**src/hdl/dist_cfg_pkg.sv**
```systemverilog
package dist_cfg_pkg;

  // issue port groups.
  localparam int MEM_PORTS  = 3;
  localparam int EXEC_PORTS = 6;
  localparam int GROUP_SIZE = 3;
  localparam int N_PORTS    = MEM_PORTS + EXEC_PORTS;

  // first port of each group.
  localparam int MEM_BASE   = 0;
  localparam int ALU_BASE   = MEM_BASE + MEM_PORTS;
  localparam int SHIFT_BASE = ALU_BASE + GROUP_SIZE;

  // rotation counts run 0 to GROUP_SIZE-1.
  localparam int ROT_W = 2;

endpackage

```
**src/hdl/slot_code_pkg.sv**
```systemverilog
package slot_code_pkg;

  // slot numbers up to 14, code 15 is reserved.
  localparam int SLOT_W = 4;

  // empty issue port.
  localparam logic [SLOT_W-1:0] NO_SLOT = '1;

endpackage

```
**src/hdl/class_rank.sv**
```systemverilog
`timescale 1ns/100ps

module class_rank
  import slot_code_pkg::*;
#(
  parameter int N_SLOT   = 10,
  parameter int MAX_PICK = 3
) (
  input  logic [N_SLOT-1:0]               mask,
  output logic [MAX_PICK-1:0][SLOT_W-1:0] pick,
  output logic [SLOT_W-1:0]               count
);

  // rank of each slot within its class.
  logic [N_SLOT-1:0][SLOT_W-1:0] rank;

  // running popcount over the lower slots.
  always_comb begin : rank_blk
    logic [SLOT_W-1:0] run;
    run = '0;
    for (int s = 0; s < N_SLOT; s++) begin
      rank[s] = run;
      run = run + SLOT_W'(mask[s]);
    end
    count = run;
  end

  // pick i is the set slot whose rank is i.
  always_comb begin
    for (int i = 0; i < MAX_PICK; i++) begin
      pick[i] = NO_SLOT;
      for (int s = 0; s < N_SLOT; s++) begin
        if (mask[s] && rank[s] == SLOT_W'(i)) begin
          pick[i] = SLOT_W'(s);
        end
      end
    end
  end

endmodule

```
**src/hdl/port_packer.sv**
```systemverilog
`timescale 1ns/100ps

module port_packer
  import dist_cfg_pkg::*;
  import slot_code_pkg::*;
(
  input  logic [MEM_PORTS-1:0][SLOT_W-1:0]  store_pick,
  input  logic [MEM_PORTS-1:0][SLOT_W-1:0]  load_pick,
  input  logic [EXEC_PORTS-1:0][SLOT_W-1:0] alu_pick,
  input  logic [GROUP_SIZE-1:0][SLOT_W-1:0] shift_pick,
  input  logic [SLOT_W-1:0]                 store_count,
  input  logic [SLOT_W-1:0]                 load_count,
  input  logic [SLOT_W-1:0]                 shift_count,
  output logic [MEM_PORTS-1:0][SLOT_W-1:0]  mem_lane,
  output logic [EXEC_PORTS-1:0][SLOT_W-1:0] exec_lane,
  output logic [ROT_W-1:0]                  mem_issued,
  output logic [ROT_W-1:0]                  shift_issued,
  output logic                              has_shift
);

  logic [ROT_W-1:0] store_clip;
  logic [ROT_W-1:0] load_clip;
  logic [ROT_W-1:0] shift_clip;
  logic [ROT_W:0]   mem_sum;

  // saturate a class count at one group.
  function automatic logic [ROT_W-1:0] clip_group(input logic [SLOT_W-1:0] c);
    if (c >= SLOT_W'(GROUP_SIZE)) begin
      return ROT_W'(GROUP_SIZE);
    end
    return c[ROT_W-1:0];
  endfunction

  assign store_clip = clip_group(store_count);
  assign load_clip  = clip_group(load_count);
  assign shift_clip = clip_group(shift_count);

  // stores first, loads follow behind them.
  always_comb begin
    for (int k = 0; k < MEM_PORTS; k++) begin
      if (k < store_clip) begin
        mem_lane[k] = store_pick[k];
      end else begin
        mem_lane[k] = load_pick[k - store_clip];
      end
    end
  end

  assign mem_sum = store_clip + load_clip;

  // at most one group of memory ops per bundle.
  assign mem_issued = (mem_sum >= (ROT_W+1)'(MEM_PORTS)) ? ROT_W'(MEM_PORTS) :
                      mem_sum[ROT_W-1:0];

  assign has_shift = (shift_count != '0);

  // upper exec group carries shifts, or alu overflow when there are none.
  always_comb begin
    for (int k = 0; k < GROUP_SIZE; k++) begin
      exec_lane[k] = alu_pick[k];
      if (has_shift) begin
        exec_lane[GROUP_SIZE + k] = shift_pick[k];
      end else begin
        exec_lane[GROUP_SIZE + k] = alu_pick[GROUP_SIZE + k];
      end
    end
  end

  // alu overflow does not move the shift rotation.
  assign shift_issued = shift_clip;

endmodule

```
**src/hdl/issue_rotator.sv**
```systemverilog
`timescale 1ns/100ps

module issue_rotator
  import dist_cfg_pkg::*;
  import slot_code_pkg::*;
(
  input  logic                              clk,
  input  logic                              rst,
  input  logic                              stall,
  input  logic                              bundle_valid,
  input  logic [MEM_PORTS-1:0][SLOT_W-1:0]  mem_lane,
  input  logic [EXEC_PORTS-1:0][SLOT_W-1:0] exec_lane,
  input  logic [ROT_W-1:0]                  mem_issued,
  input  logic [ROT_W-1:0]                  shift_issued,
  input  logic                              has_shift,
  output logic [SLOT_W-1:0]                 port0,
  output logic [SLOT_W-1:0]                 port1,
  output logic [SLOT_W-1:0]                 port2,
  output logic [SLOT_W-1:0]                 port3,
  output logic [SLOT_W-1:0]                 port4,
  output logic [SLOT_W-1:0]                 port5,
  output logic [SLOT_W-1:0]                 port6,
  output logic [SLOT_W-1:0]                 port7,
  output logic [SLOT_W-1:0]                 port8
);

  logic [ROT_W-1:0]               mem_rot;
  logic [ROT_W-1:0]               shift_rot;
  logic [N_PORTS-1:0][SLOT_W-1:0] port_d;
  logic [N_PORTS-1:0][SLOT_W-1:0] port_q;

  // sum of two counts, modulo the group size.
  function automatic logic [ROT_W-1:0] mod_add(input logic [ROT_W-1:0] a,
                                               input logic [ROT_W-1:0] b);
    logic [ROT_W:0] s;
    s = a + b;
    if (s >= (ROT_W+1)'(GROUP_SIZE)) begin
      s = s - (ROT_W+1)'(GROUP_SIZE);
    end
    return s[ROT_W-1:0];
  endfunction

  always_comb begin
    port_d = {N_PORTS{NO_SLOT}};
    for (int k = 0; k < GROUP_SIZE; k++) begin
      port_d[MEM_BASE + mod_add(ROT_W'(k), mem_rot)] = mem_lane[k];
      port_d[ALU_BASE + k] = exec_lane[k];
      // alu overflow goes out in order.
      if (has_shift) begin
        port_d[SHIFT_BASE + mod_add(ROT_W'(k), shift_rot)] = exec_lane[GROUP_SIZE + k];
      end else begin
        port_d[SHIFT_BASE + k] = exec_lane[GROUP_SIZE + k];
      end
    end
  end

  always_ff @(posedge clk) begin
    if (rst) begin
      mem_rot   <= '0;
      shift_rot <= '0;
      port_q    <= {N_PORTS{NO_SLOT}};
    end else if (!stall) begin
      if (bundle_valid) begin
        port_q    <= port_d;
        mem_rot   <= mod_add(mem_rot, mem_issued);
        shift_rot <= mod_add(shift_rot, shift_issued);
      end else begin
        port_q <= {N_PORTS{NO_SLOT}};
      end
    end
  end

  assign port0 = port_q[0];
  assign port1 = port_q[1];
  assign port2 = port_q[2];
  assign port3 = port_q[3];
  assign port4 = port_q[4];
  assign port5 = port_q[5];
  assign port6 = port_q[6];
  assign port7 = port_q[7];
  assign port8 = port_q[8];

endmodule

```
**src/hdl/dist_top.sv**
```systemverilog
`timescale 1ns/100ps

module dist_top
  import dist_cfg_pkg::*;
  import slot_code_pkg::*;
#(
  parameter int N_SLOT = 10
) (
  input  logic              clk,
  input  logic              rst,
  input  logic              stall,
  input  logic              bundle_valid,
  input  logic [N_SLOT-1:0] alu,
  input  logic [N_SLOT-1:0] shift,
  input  logic [N_SLOT-1:0] load,
  input  logic [N_SLOT-1:0] store,
  output logic [SLOT_W-1:0] port0,
  output logic [SLOT_W-1:0] port1,
  output logic [SLOT_W-1:0] port2,
  output logic [SLOT_W-1:0] port3,
  output logic [SLOT_W-1:0] port4,
  output logic [SLOT_W-1:0] port5,
  output logic [SLOT_W-1:0] port6,
  output logic [SLOT_W-1:0] port7,
  output logic [SLOT_W-1:0] port8
);

  logic [MEM_PORTS-1:0][SLOT_W-1:0]  store_pick;
  logic [MEM_PORTS-1:0][SLOT_W-1:0]  load_pick;
  logic [EXEC_PORTS-1:0][SLOT_W-1:0] alu_pick;
  logic [GROUP_SIZE-1:0][SLOT_W-1:0] shift_pick;
  logic [SLOT_W-1:0]                 store_count;
  logic [SLOT_W-1:0]                 load_count;
  logic [SLOT_W-1:0]                 shift_count;
  logic [MEM_PORTS-1:0][SLOT_W-1:0]  mem_lane;
  logic [EXEC_PORTS-1:0][SLOT_W-1:0] exec_lane;
  logic [ROT_W-1:0]                  mem_issued;
  logic [ROT_W-1:0]                  shift_issued;
  logic                              has_shift;

  class_rank #(.N_SLOT(N_SLOT), .MAX_PICK(MEM_PORTS)) u_store_rank (
    .mask  (store),
    .pick  (store_pick),
    .count (store_count)
  );

  class_rank #(.N_SLOT(N_SLOT), .MAX_PICK(MEM_PORTS)) u_load_rank (
    .mask  (load),
    .pick  (load_pick),
    .count (load_count)
  );

  // alu count is not needed, exec ports take the picks as they come.
  class_rank #(.N_SLOT(N_SLOT), .MAX_PICK(EXEC_PORTS)) u_alu_rank (
    .mask  (alu),
    .pick  (alu_pick),
    .count ()
  );

  class_rank #(.N_SLOT(N_SLOT), .MAX_PICK(GROUP_SIZE)) u_shift_rank (
    .mask  (shift),
    .pick  (shift_pick),
    .count (shift_count)
  );

  port_packer u_port_packer (
    .store_pick   (store_pick),
    .load_pick    (load_pick),
    .alu_pick     (alu_pick),
    .shift_pick   (shift_pick),
    .store_count  (store_count),
    .load_count   (load_count),
    .shift_count  (shift_count),
    .mem_lane     (mem_lane),
    .exec_lane    (exec_lane),
    .mem_issued   (mem_issued),
    .shift_issued (shift_issued),
    .has_shift    (has_shift)
  );

  issue_rotator u_issue_rotator (
    .clk          (clk),
    .rst          (rst),
    .stall        (stall),
    .bundle_valid (bundle_valid),
    .mem_lane     (mem_lane),
    .exec_lane    (exec_lane),
    .mem_issued   (mem_issued),
    .shift_issued (shift_issued),
    .has_shift    (has_shift),
    .port0        (port0),
    .port1        (port1),
    .port2        (port2),
    .port3        (port3),
    .port4        (port4),
    .port5        (port5),
    .port6        (port6),
    .port7        (port7),
    .port8        (port8)
  );

endmodule

```
**config.mk**
```make
export PLATFORM = sky130hd
export DESIGN_NAME = dist_top
export DESIGN_NICKNAME = d
export VERILOG_FILES = /design/src/hdl/dist_cfg_pkg.sv /design/src/hdl/slot_code_pkg.sv /design/src/hdl/class_rank.sv /design/src/hdl/port_packer.sv /design/src/hdl/issue_rotator.sv /design/src/hdl/dist_top.sv
export SDC_FILE = /design/constraint.sdc
export NUM_CORES = 1
export LEC_CHECK = 0
export ABC_CLOCK_PERIOD_IN_PS = 8650
export BUFFER_PORTS_ARGS = -buffer_cell sky130_fd_sc_hd__buf_4
export CORE_AREA = 10 10 144 146
export DETAILED_ROUTE_END_ITERATION = 10
export DIE_AREA = 0 0 154 156
export SLEW_MARGIN = 5
export SYNTH_ARGS = -nofsm -noshare
export SYNTH_HDL_FRONTEND = slang
export SYNTH_SLANG_ARGS = --single-unit
```
**constraint.sdc**
```tcl
create_clock -name clk -period 8.65 [get_ports clk]
set_clock_uncertainty 0.2 [all_clocks]
set_input_delay 0.865 -clock clk [delete_from_list [all_inputs] [get_ports clk]]
set_output_delay 0.865 -clock clk [all_outputs]
set_load 0.02 [all_outputs]
```
==> results of run 1 <==
worst reg2reg max path, stage by stage, from the launching register on:
cell	delay (ps)
dfxtp_1	420
inv_1	90
ha_1	620
inv_1	280
or3_1	420
a21oi_1	140
o22ai_1	90
worst max path at each step:
| stage | startpoint | end | slack [ps] | depth (start not counted) |
|---|---|---|---|---|
| after floorplan | store[0] | u_issue_rotator.mem_rot[1]$_SDFFE_PP0P_ | 1410 | 24 |
| after global placement | store[0] | u_issue_rotator.mem_rot[1]$_SDFFE_PP0P_ | 920 | 25 |
| after detailed placement | store[0] | u_issue_rotator.mem_rot[1]$_SDFFE_PP0P_ | 780 | 25 |
| after CTS | store[0] | u_issue_rotator.mem_rot[1]$_SDFFE_PP0P_ | 1080 | 25 |
| after global routing | store[0] | u_issue_rotator.mem_rot[1]$_SDFFE_PP0P_ | 570 | 24 |
| final | store[0] | u_issue_rotator.mem_rot[1]$_SDFFE_PP0P_ | 1070 | 25 |
synth_stat cells (7+ instances only):
cell type	count	area share, %
and3_1	14	1.1
nor2_1	96	4.6
fa_1	9	2.3
nor3_1	41	2.6
a311oi_1	9	1.0
a211oi_1	9	0.86
nand3b_1	11	1.1
o21ai_1	15	0.96
a21oi_1	47	3.0
dfxtp_1	40	10
or3_1	15	1.2
xnor2_1	19	2.1
nor4_1	11	0.88
nor3b_1	21	2.0
a221oi_1	10	1.1
ha_1	90	14
a21o_1	10	0.96
nand2b_1	18	1.4
a2bb2oi_1	9	1.0
xor2_1	13	1.4
mux2i_1	14	1.8
a31oi_1	26	2.1
a32oi_1	9	1.0
nor4b_1	7	0.78
nand4_1	11	0.88
o211ai_1	15	1.4
and2_1	12	0.96
nand3_1	53	3.4
nand2_1	115	5.5
o21ai_0	57	3.6
inv_1	40	1.9
nor2b_1	29	2.3
clkbuf_1	20	0.96
o22ai_1	20	1.6
xnor3_1	9	2.6
layout make-up:
cell class	count	area [sq um]	area share [%]
inverters	45	171	1.94
clock inverters	2	38.8	0.439
clock buffers	6	139	1.57
well taps	229	287	3.24
flip-flops and latches	40	801	9.07
multi-input cells	963	6770	76.6
repair buffers	84	631	7.14
per-stage QoR:
step                power, uW  instances  hold WS, ps  worst slack [ps]
floorplan                2140       1075          351              1410
global placement         2710       1361          264               922
detailed placement       2720       1361          268               783
CTS                      2970       1369          286              1080
global route             3290       1369          318               567
finish                   2980       1369          279              1070
registers in the layout (all words and copies together) (netlist names):
| register | count |
|---|---|
| u_issue_rotator.port7 | 4 |
| u_issue_rotator.port1 | 4 |
| u_issue_rotator.port5 | 4 |
| u_issue_rotator.mem_rot | 2 |
| u_issue_rotator.port3 | 4 |
| u_issue_rotator.port8 | 4 |
| u_issue_rotator.port6 | 4 |
| u_issue_rotator.port2 | 4 |
| u_issue_rotator.port4 | 4 |
| u_issue_rotator.shift_rot | 2 |
| u_issue_rotator.port0 | 4 |
metal layers:
layer	GRT usage [%]	vias up
li1	-	4230
met1	26.9	3916
met2	29.1	232
met3	2.59	15
met4	1.48	0
met5	0	-
cells by family after synthesis:
group / Yosys count / synth area share, %
AOI/OAI and AO/OA: 319 / 28.0
xor gates and xnor gates: 45 / 7.26
adders and majority gates: 99 / 16.6
buffers and inverters: 72 / 3.66
DFF: 40 / 10.2
muxes: 18 / 2.36
and+or+nand+nor: 482 / 31.9
power groups by stage:
stage	Sequential [uW]	Clock, uW	Combinational, uW
floorplan	316	0	1820
global placement	277	0	2430
detailed placement	276	0	2440
CTS	273	230	2460
global route	277	237	2780
finish	272	226	2480
placed cells by master (no fill, tap or decap), types with 21 or more instances in the layout:
cell / n
nand2_1: 115
nor2_1: 96
ha_1: 90
buf_4: 84
o21ai_0: 57
nand3_1: 53
a21oi_1: 47
nor3_1: 41
inv_1: 40
dfxtp_1: 40
nor2b_1: 29
a31oi_1: 26
nor3b_1: 21
==> flow_summary.yaml, run 1 <==
status:
  status: "completed"
global_route:
  gr-total-overflow: 0
  grt_pass1_vias: 7725
  antenna_found_initial: 0
  grt_max_degree: 22
  grt_pass1_wl_um: 38600
  track_usage_pct: 18.5
critical_path:
  slowest_stage: "fa_1"
  crit_buf_inv: 3
  worst_ep_required_time_ps: 8630
  cp-start-kind: "input pin"
  r2r_slack_ps: 6280
  path_class: "input pin to flop"
  worstPathArrival_ps: 7550
  worst_setup_path_end_kind: "flop"
  r2r_start: "u_issue_rotator.mem_rot[0]$_SDFFE_PP0P_"
  critical-path-top-delay-family: "adder cells"
  crit_path_max_incr_delay_ps: 550
  r2r-end: "u_issue_rotator.port1[2]$_SDFFE_PP1N_"
  path_common_cell: "ha_1"
  crit_fanout: 10
  reg2reg_depth: 6
clock_tree:
  hold_buffers: 0
  cts_tree: "yes"
  cts_buffer_depth: 2
  clock_latency_ps: 280
  cts_setup_buffers: 0
  htree_levels: 2
  cts_resized: 0
  clk_pin_slew_ps: 60
  cts_sinks: 40
  root_buffer: "clkbuf_16"
  cts_inserted_buffers: 5
detailed_routing:
  wl_met2_um: 10300
  met1_length_um: 11900
  drtAntennaViolNets: 0
  wl_met3_um: 1270
  vias_per_cell: 6.13
  wl_um: 23500
  wl_per_cell_um: 17.2
  first_pass_iters: 5
  initialDrtViolationCount: 595
  top_layer_used: "met4"
  drc: 0
  dr_total_vias: 8393
timing:
  setup_tns_ps: 0
  relSlewSlack_pct: 49.9
  final_hold_viol_count: 0
  rsz0062_at_grt: "no"
  finalWorstPathRequiredPeriod_ps: 7580
  layout_worst_path_cycle_share_pct: 87.6
  report.final.setup_viol: 0
  max_freq_mhz: 132
  slew_violations: 0
  worst_slew_pin_slew_ps: 750
finish:
  diodes: 0
  nets: 1282
  fillCellCount: 1824
  drive_above_1_share_pct: 10.4
  area_delta_synth_final_pct: 12.5
  post-route-util_pct: 49.5
  finalInstanceArea_sq_um: 8830
floorplan:
  die_w_um: 154
  start_util_pct: 44.0
  ios: 80
  die_h_um: 156
  rows: 49
  dieArea_sq_um: 24000
  coreArea_sq_um: 17800
pwr:
  p_leak_uw: 0.00368
  clkPwrFrac_pct: 7.6
  switching_share_pct: 54.4
  internal-power_uw: 1360
  p_seq_share_pct: 9.1
  p_per_area_nw_per_um2: 338
  p_switching_uw: 1620
  max-vdd-ir-drop_mv: 0.172
  pwr-share-comb_pct: 83.3
placed_design:
  placed_area_sq_um: 8650
  gp_congestion: 0.935
  io_buffer_count: 79
  dpl.hpwl_um: 19100
hold_path:
  hold_path_end: "u_issue_rotator.port4[0]$_SDFFE_PP1N_"
  whs_path_depth: 2
  hold_path.class: "flop to flop"
  min_from: "u_issue_rotator.port4[0]$_SDFFE_PP1N_"
logic_synthesis:
  netlist_instances: 1075
  ys.flop_type: "dfxtp_1"
  synth.distinct_cells: 96
  synth_async_sr_flop_share_pct: 0
  yosys_register_bits: 40
  syn_area_per_cell_sq_um: 7.31
  yosysWarnings: 0
  synth_seq_area_share_pct: 10.2
  syn-cell-area_sq_um: 7850
  synth_edf_count: 0
  mappedNetlistNets: 1218
flow_run:
  max-cap-violations: 0
No activity file was read; power rests on OpenSTA's default activity.
==> run 2: changes to the inputs <==
--- a/config.mk
+++ b/config.mk
@@ -6,5 +6,5 @@
 export NUM_CORES = 1
 export LEC_CHECK = 0
-export ABC_CLOCK_PERIOD_IN_PS = 8650
+export ABC_CLOCK_PERIOD_IN_PS = 7500
 export BUFFER_PORTS_ARGS = -buffer_cell sky130_fd_sc_hd__buf_4
 export CORE_AREA = 10 10 144 146
==> constraint.sdc (replaced) <==
create_clock -name clk -period 7.5 [get_ports clk]
set_clock_uncertainty 0.2 [all_clocks]
set_input_delay 0 -clock clk [delete_from_list [all_inputs] [get_ports clk]]
set_output_delay 0 -clock clk [all_outputs]
set_load 0.02 [all_outputs]
==> run 2 against run 1 <==
Compared with the run above:
- first-iteration DRC count grew 7.1%
- cell count up 0.15%
- critical path depth is 2 lower
- sequential share of layout area barely moved
- via count shrank 0.49%
- cell area about the same
- routed wire length up 0.68%
- sequential power up 15%
- clock power grew 9.3%
- flip-flop and latch count is the same
- clock-buffer cell count unchanged
- critical path type unchanged
- critical endpoint unchanged
==> flow_summary.yaml, run 2 (synthesis gave the netlist of run 1 again) <==
detailed_routing:
  drc: 0
  dr_total_vias: 8352
  first_pass_iters: 5
  wl_um: 23700
  vias_per_cell: 6.09
  initialDrtViolationCount: 637
  wl_per_cell_um: 17.3
  drtAntennaViolNets: 0
hold_path:
  hold_path.class: "input pin to flop"
timing:
  max_freq_mhz: 149
  report.final.setup_viol: 0
  layout_worst_path_cycle_share_pct: 89.6
  rsz0062_at_grt: "no"
  finalWorstPathRequiredPeriod_ps: 6720
  worst_slew_pin_slew_ps: 934
  slew_violations: 0
  final_hold_viol_count: 0
  setup_tns_ps: 0
  relSlewSlack_pct: 37.5
clock_tree:
  htree_levels: 2
  cts_sinks: 40
  cts_tree: "yes"
  cts_resized: 0
  clk_pin_slew_ps: 60
  cts_inserted_buffers: 5
  root_buffer: "clkbuf_16"
  cts_buffer_depth: 2
  clock_latency_ps: 280
finish:
  area_delta_synth_final_pct: 12.6
  fin_cells: 1371
  final_common_cell: "nand2_1"
  drive_above_1_share_pct: 10.2
  area.sequential_sq_um: 801
  nets: 1284
  diodes: 0
  layout_common_cells: "115 x nand2_1, 96 x nor2_1, 90 x ha_1"
  multi_input_area_sq_um: 6770
  fillCellCount: 1831
floorplan:
  coreArea_sq_um: 17800
  start_util_pct: 44.0
  rows: 49
  die_h_um: 156
  ios: 80
  die_w_um: 154
  dieArea_sq_um: 24000
critical_path:
  worst_setup_path_end_kind: "flop"
  cp-start-kind: "input pin"
  worstPathArrival_ps: 6690
  worst_ep_required_time_ps: 7480
  path_class: "input pin to flop"
  crit_fanout: 11
pwr:
  p_seq_share_pct: 9.1
  pwr-share-comb_pct: 83.8
  clkPwrFrac_pct: 7.2
  p_leak_uw: 0.00368
  finalPower_uw: 3450
  p_switching_uw: 1880
  internal-power_uw: 1570
  max-vdd-ir-drop_mv: 0.230
  p_per_area_nw_per_um2: 390
  switching_share_pct: 54.6
global_route:
  track_usage_pct: 18.7
  grt_pass1_vias: 7804
  gr-total-overflow: 0
  grt_max_degree: 22
  grt_pass1_wl_um: 39000
  antenna_found_initial: 0
placed_design:
  gp_congestion: 0.938
  dpl.hpwl_um: 19200
  dp_cells: 1360
  io_buffer_count: 79
flow_run:
  max-cap-violations: 0
status:
  status: "completed"
## run 2: metal layers
| layer | share of wire [%] | up-vias | GRT usage, % |
|---|---|---|---|
| li1 | - | 4231 | - |
| met3 | 6.2 | 22 | 2.84 |
| met5 | 0 | - | 0 |
| met1 | 49 | 3857 | 26.7 |
| met4 | 1.1 | 0 | 2.97 |
| met2 | 43 | 242 | 29.3 |
## run 2: stage by stage
stage	setup WS, ps	hold WS (ps)	utilization (%)	area, sq um
3_5_place_dp	536	99.6	48.5	8650
3_3_place_gp	675	97.0	48.5	8650
6_report	782	25.4	49.6	8840
4_1_cts	815	12.3	49.6	8840
2_1_floorplan	1130	-5.21	-	7850
5_1_grt	333	94.4	49.6	8840
## run 2: layout make-up
class                   instances  area share, %
clock buffers                   6           1.46
flip-flops and latches         40           9.06
well taps                     229           3.24
repair buffers                 86           7.39
inverters                      45           1.94
multi-input cells             963           76.5
clock inverters                 2          0.396
## run 2: path summary, 6_finish.rpt
| check | slack, ps | start | end | cells after the start |
|---|---|---|---|---|
| setup reg to reg | 5110 | u_issue_rotator.mem_rot[0]$_SDFFE_PP0P_ | u_issue_rotator.port3[1]$_SDFFE_PP1N_ | 7 |
| hold / removal | 30 | alu[2] | u_issue_rotator.port3[3]$_SDFFE_PP1N_ | 4 |
| hold reg to reg | 270 | u_issue_rotator.port4[0]$_SDFFE_PP1N_ | u_issue_rotator.port4[0]$_SDFFE_PP1N_ | 2 |
| setup / recovery | 780 | store[0] | u_issue_rotator.mem_rot[1]$_SDFFE_PP0P_ | 23 |
## run 2: critical path, cell delays in order
cell,delay [ps]
buf_4,130
fa_1,550
ha_1,250
ha_1,350
ha_1,410
ha_1,400
ha_1,430
ha_1,400
ha_1,410
ha_1,270
xnor2_1,140
xnor2_1,300
or3_1,390
clkinv_1,310
fa_1,490
nand2b_1,80
ha_1,150
fa_1,460
ha_1,230
o32ai_1,270
nor2_1,60
a21oi_1,140
nor2_1,50
## run 2: power by group through the flow
stage	combinational [uW]	clock, uW	sequential, uW
final	2890	247	313
after global routing	3230	261	319
after CTS	2850	255	314
after detailed placement	2830	0	318
after global placement	2810	0	319
after floorplan	2100	0	365
## run 2: what timing repair did
action                    4_1_cts  5_1_grt
setup buffers                   0        0
hold buffers                    3        0
hold endpoints to repair       12        0
==> run 3: changes to the inputs <==
- HOLD_SLACK_MARGIN: default -> 0.1
==> run 3 against run 2 <==
Compared with the run above:
- combinational power about the same
- sequential power hardly changed
- routed wire length is 0.23% higher
- critical path type unchanged
- flip-flop and latch count unchanged
- clock power hardly changed
- global-route usage is the same
- utilization grew 0.11 points
- maximum frequency about the same
- sequential share of layout area about the same
==> flow_summary.yaml, run 3 (synthesis gave the netlist of run 1 again) <==
placed_design:
  gp_congestion: 0.938
  place_ws_ps: 536
  dpl.hpwl_um: 19200
  io_buffer_count: 79
finish:
  final_common_cell: "nand2_1"
  area_delta_synth_final_pct: 12.8
  diodes: 0
  nets: 1286
  drive_above_1_share_pct: 10.1
  layout_common_cells: "115 x nand2_1, 96 x nor2_1, 90 x ha_1"
critical_path:
  path_class: "input pin to flop"
  cp-start-kind: "input pin"
  crit_fanout: 11
  r2r_start: "u_issue_rotator.mem_rot[0]$_SDFFE_PP0P_"
  worst_ep_required_time_ps: 7480
  r2r_slack_ps: 5100
  reg2reg_depth: 7
  worstPathArrival_ps: 6690
  r2r-end: "u_issue_rotator.port3[1]$_SDFFE_PP1N_"
  worst_setup_path_end_kind: "flop"
clock_tree:
  cts_resized: 0
  cts_buffer_depth: 2
  cts_inserted_buffers: 5
  cts_tree: "yes"
  cts_setup_buffers: 0
  cts_sinks: 40
  clock_latency_ps: 290
  hold_buffers: 5
  htree_levels: 2
  root_buffer: "clkbuf_16"
  clk_pin_slew_ps: 60
floorplan:
  die_w_um: 154
  rows: 49
  coreArea_sq_um: 17800
  ios: 80
  die_h_um: 156
  dieArea_sq_um: 24000
  start_util_pct: 44.0
timing:
  fin_ws_ps: 788
  relSlewSlack_pct: 38.0
  rsz0062_at_grt: "no"
  report.final.setup_viol: 0
  layout_worst_path_cycle_share_pct: 89.5
  worst_slew_pin_slew_ps: 927
  max_freq_mhz: 149
  final_hold_viol_count: 0
  setup_tns_ps: 0
  finalWorstPathRequiredPeriod_ps: 6710
  slew_violations: 0
pwr:
  p_per_area_nw_per_um2: 389
  max-vdd-ir-drop_mv: 0.229
  p_leak_uw: 0.00369
detailed_routing:
  dr_total_vias: 8359
  wl_per_cell_um: 17.3
  drc: 0
  vias_per_cell: 6.09
  initialDrtViolationCount: 572
  wl_um: 23700
  drtAntennaViolNets: 0
  first_pass_iters: 6
global_route:
  grt_pass1_vias: 7813
  grt_max_degree: 22
  gr-total-overflow: 0
  antenna_found_initial: 0
  track_usage_pct: 18.7
  grt_pass1_wl_um: 39000
status:
  status: "completed"
hold_path:
  hold_path_end: "u_issue_rotator.port5[0]$_SDFFE_PP1N_"
  min_from: "alu[8]"
  hold_path.class: "input pin to flop"
  whs_path_depth: 6
flow_run:
  max-cap-violations: 0
[run 3: cell types whose count changed in the layout (fill, tap and decap cells not counted)]
cell and delta:
dlygate4sd3_1 +2
[run 3: per-stage QoR]
stage	instances	total power [uW]	hold WS, ps	util (%)	instance area, sq um
floorplan	1075	2470	-5.21	-	7850
global placement	1360	3130	97.0	48.5	8650
detailed placement	1360	3150	99.6	48.5	8650
CTS	1373	3420	110	49.7	8860
global route	1373	3810	228	49.7	8860
finish	1373	3450	105	49.7	8860
[run 3: power by group]
part / internal, uW / switching (uW) / total, uW
clock network: 157 / 92.5 / 249
logic: 1140 / 1740 / 2890
registers: 269 / 43.6 / 313
total: 1570 / 1880 / 3450
[run 3: final cells by class]
cell class | count | area (sq um)
flip-flops and latches | 40 | 801
well taps | 229 | 287
clock buffers | 6 | 129
inverters | 45 | 171
repair buffers | 88 | 673
fillers | 1829 | 8980
clock inverters | 2 | 35.0
multi-input cells | 963 | 6770
[run 3: worst max path at each step]
| stage | slack (ps) | cells after the start | to | startpoint |
|---|---|---|---|---|
| after global placement | 680 | 24 | u_issue_rotator.mem_rot[1]$_SDFFE_PP0P_ | store[0] |
| after detailed placement | 540 | 23 | u_issue_rotator.mem_rot[1]$_SDFFE_PP0P_ | store[0] |
| after CTS | 820 | 23 | u_issue_rotator.mem_rot[1]$_SDFFE_PP0P_ | store[0] |
| final | 790 | 23 | u_issue_rotator.mem_rot[1]$_SDFFE_PP0P_ | store[0] |
| after global routing | 330 | 24 | u_issue_rotator.mem_rot[1]$_SDFFE_PP0P_ | store[0] |
| after floorplan | 1130 | 24 | u_issue_rotator.mem_rot[1]$_SDFFE_PP0P_ | store[0] |
[run 3: layer usage]
metal | vias to the layer above | routed length, um | global-route usage, %
met2 | 232 | 10300 | 29.4
met4 | 0 | 233 | 2.97
met5 | - | 0 | 0
met3 | 19 | 1380 | 2.78
met1 | 3878 | 11800 | 26.7
li1 | 4230 | - | -
[run 3: worst max-delay path, stage by stage]
cell	delay [ps]
buf_4	130
fa_1	550
ha_1	250
ha_1	350
ha_1	410
ha_1	400
ha_1	430
ha_1	400
ha_1	420
ha_1	270
xnor2_1	140
xnor2_1	300
or3_1	380
clkinv_1	320
fa_1	490
nand2b_1	80
ha_1	150
fa_1	460
ha_1	230
o32ai_1	270
nor2_1	60
a21oi_1	140
nor2_1	50
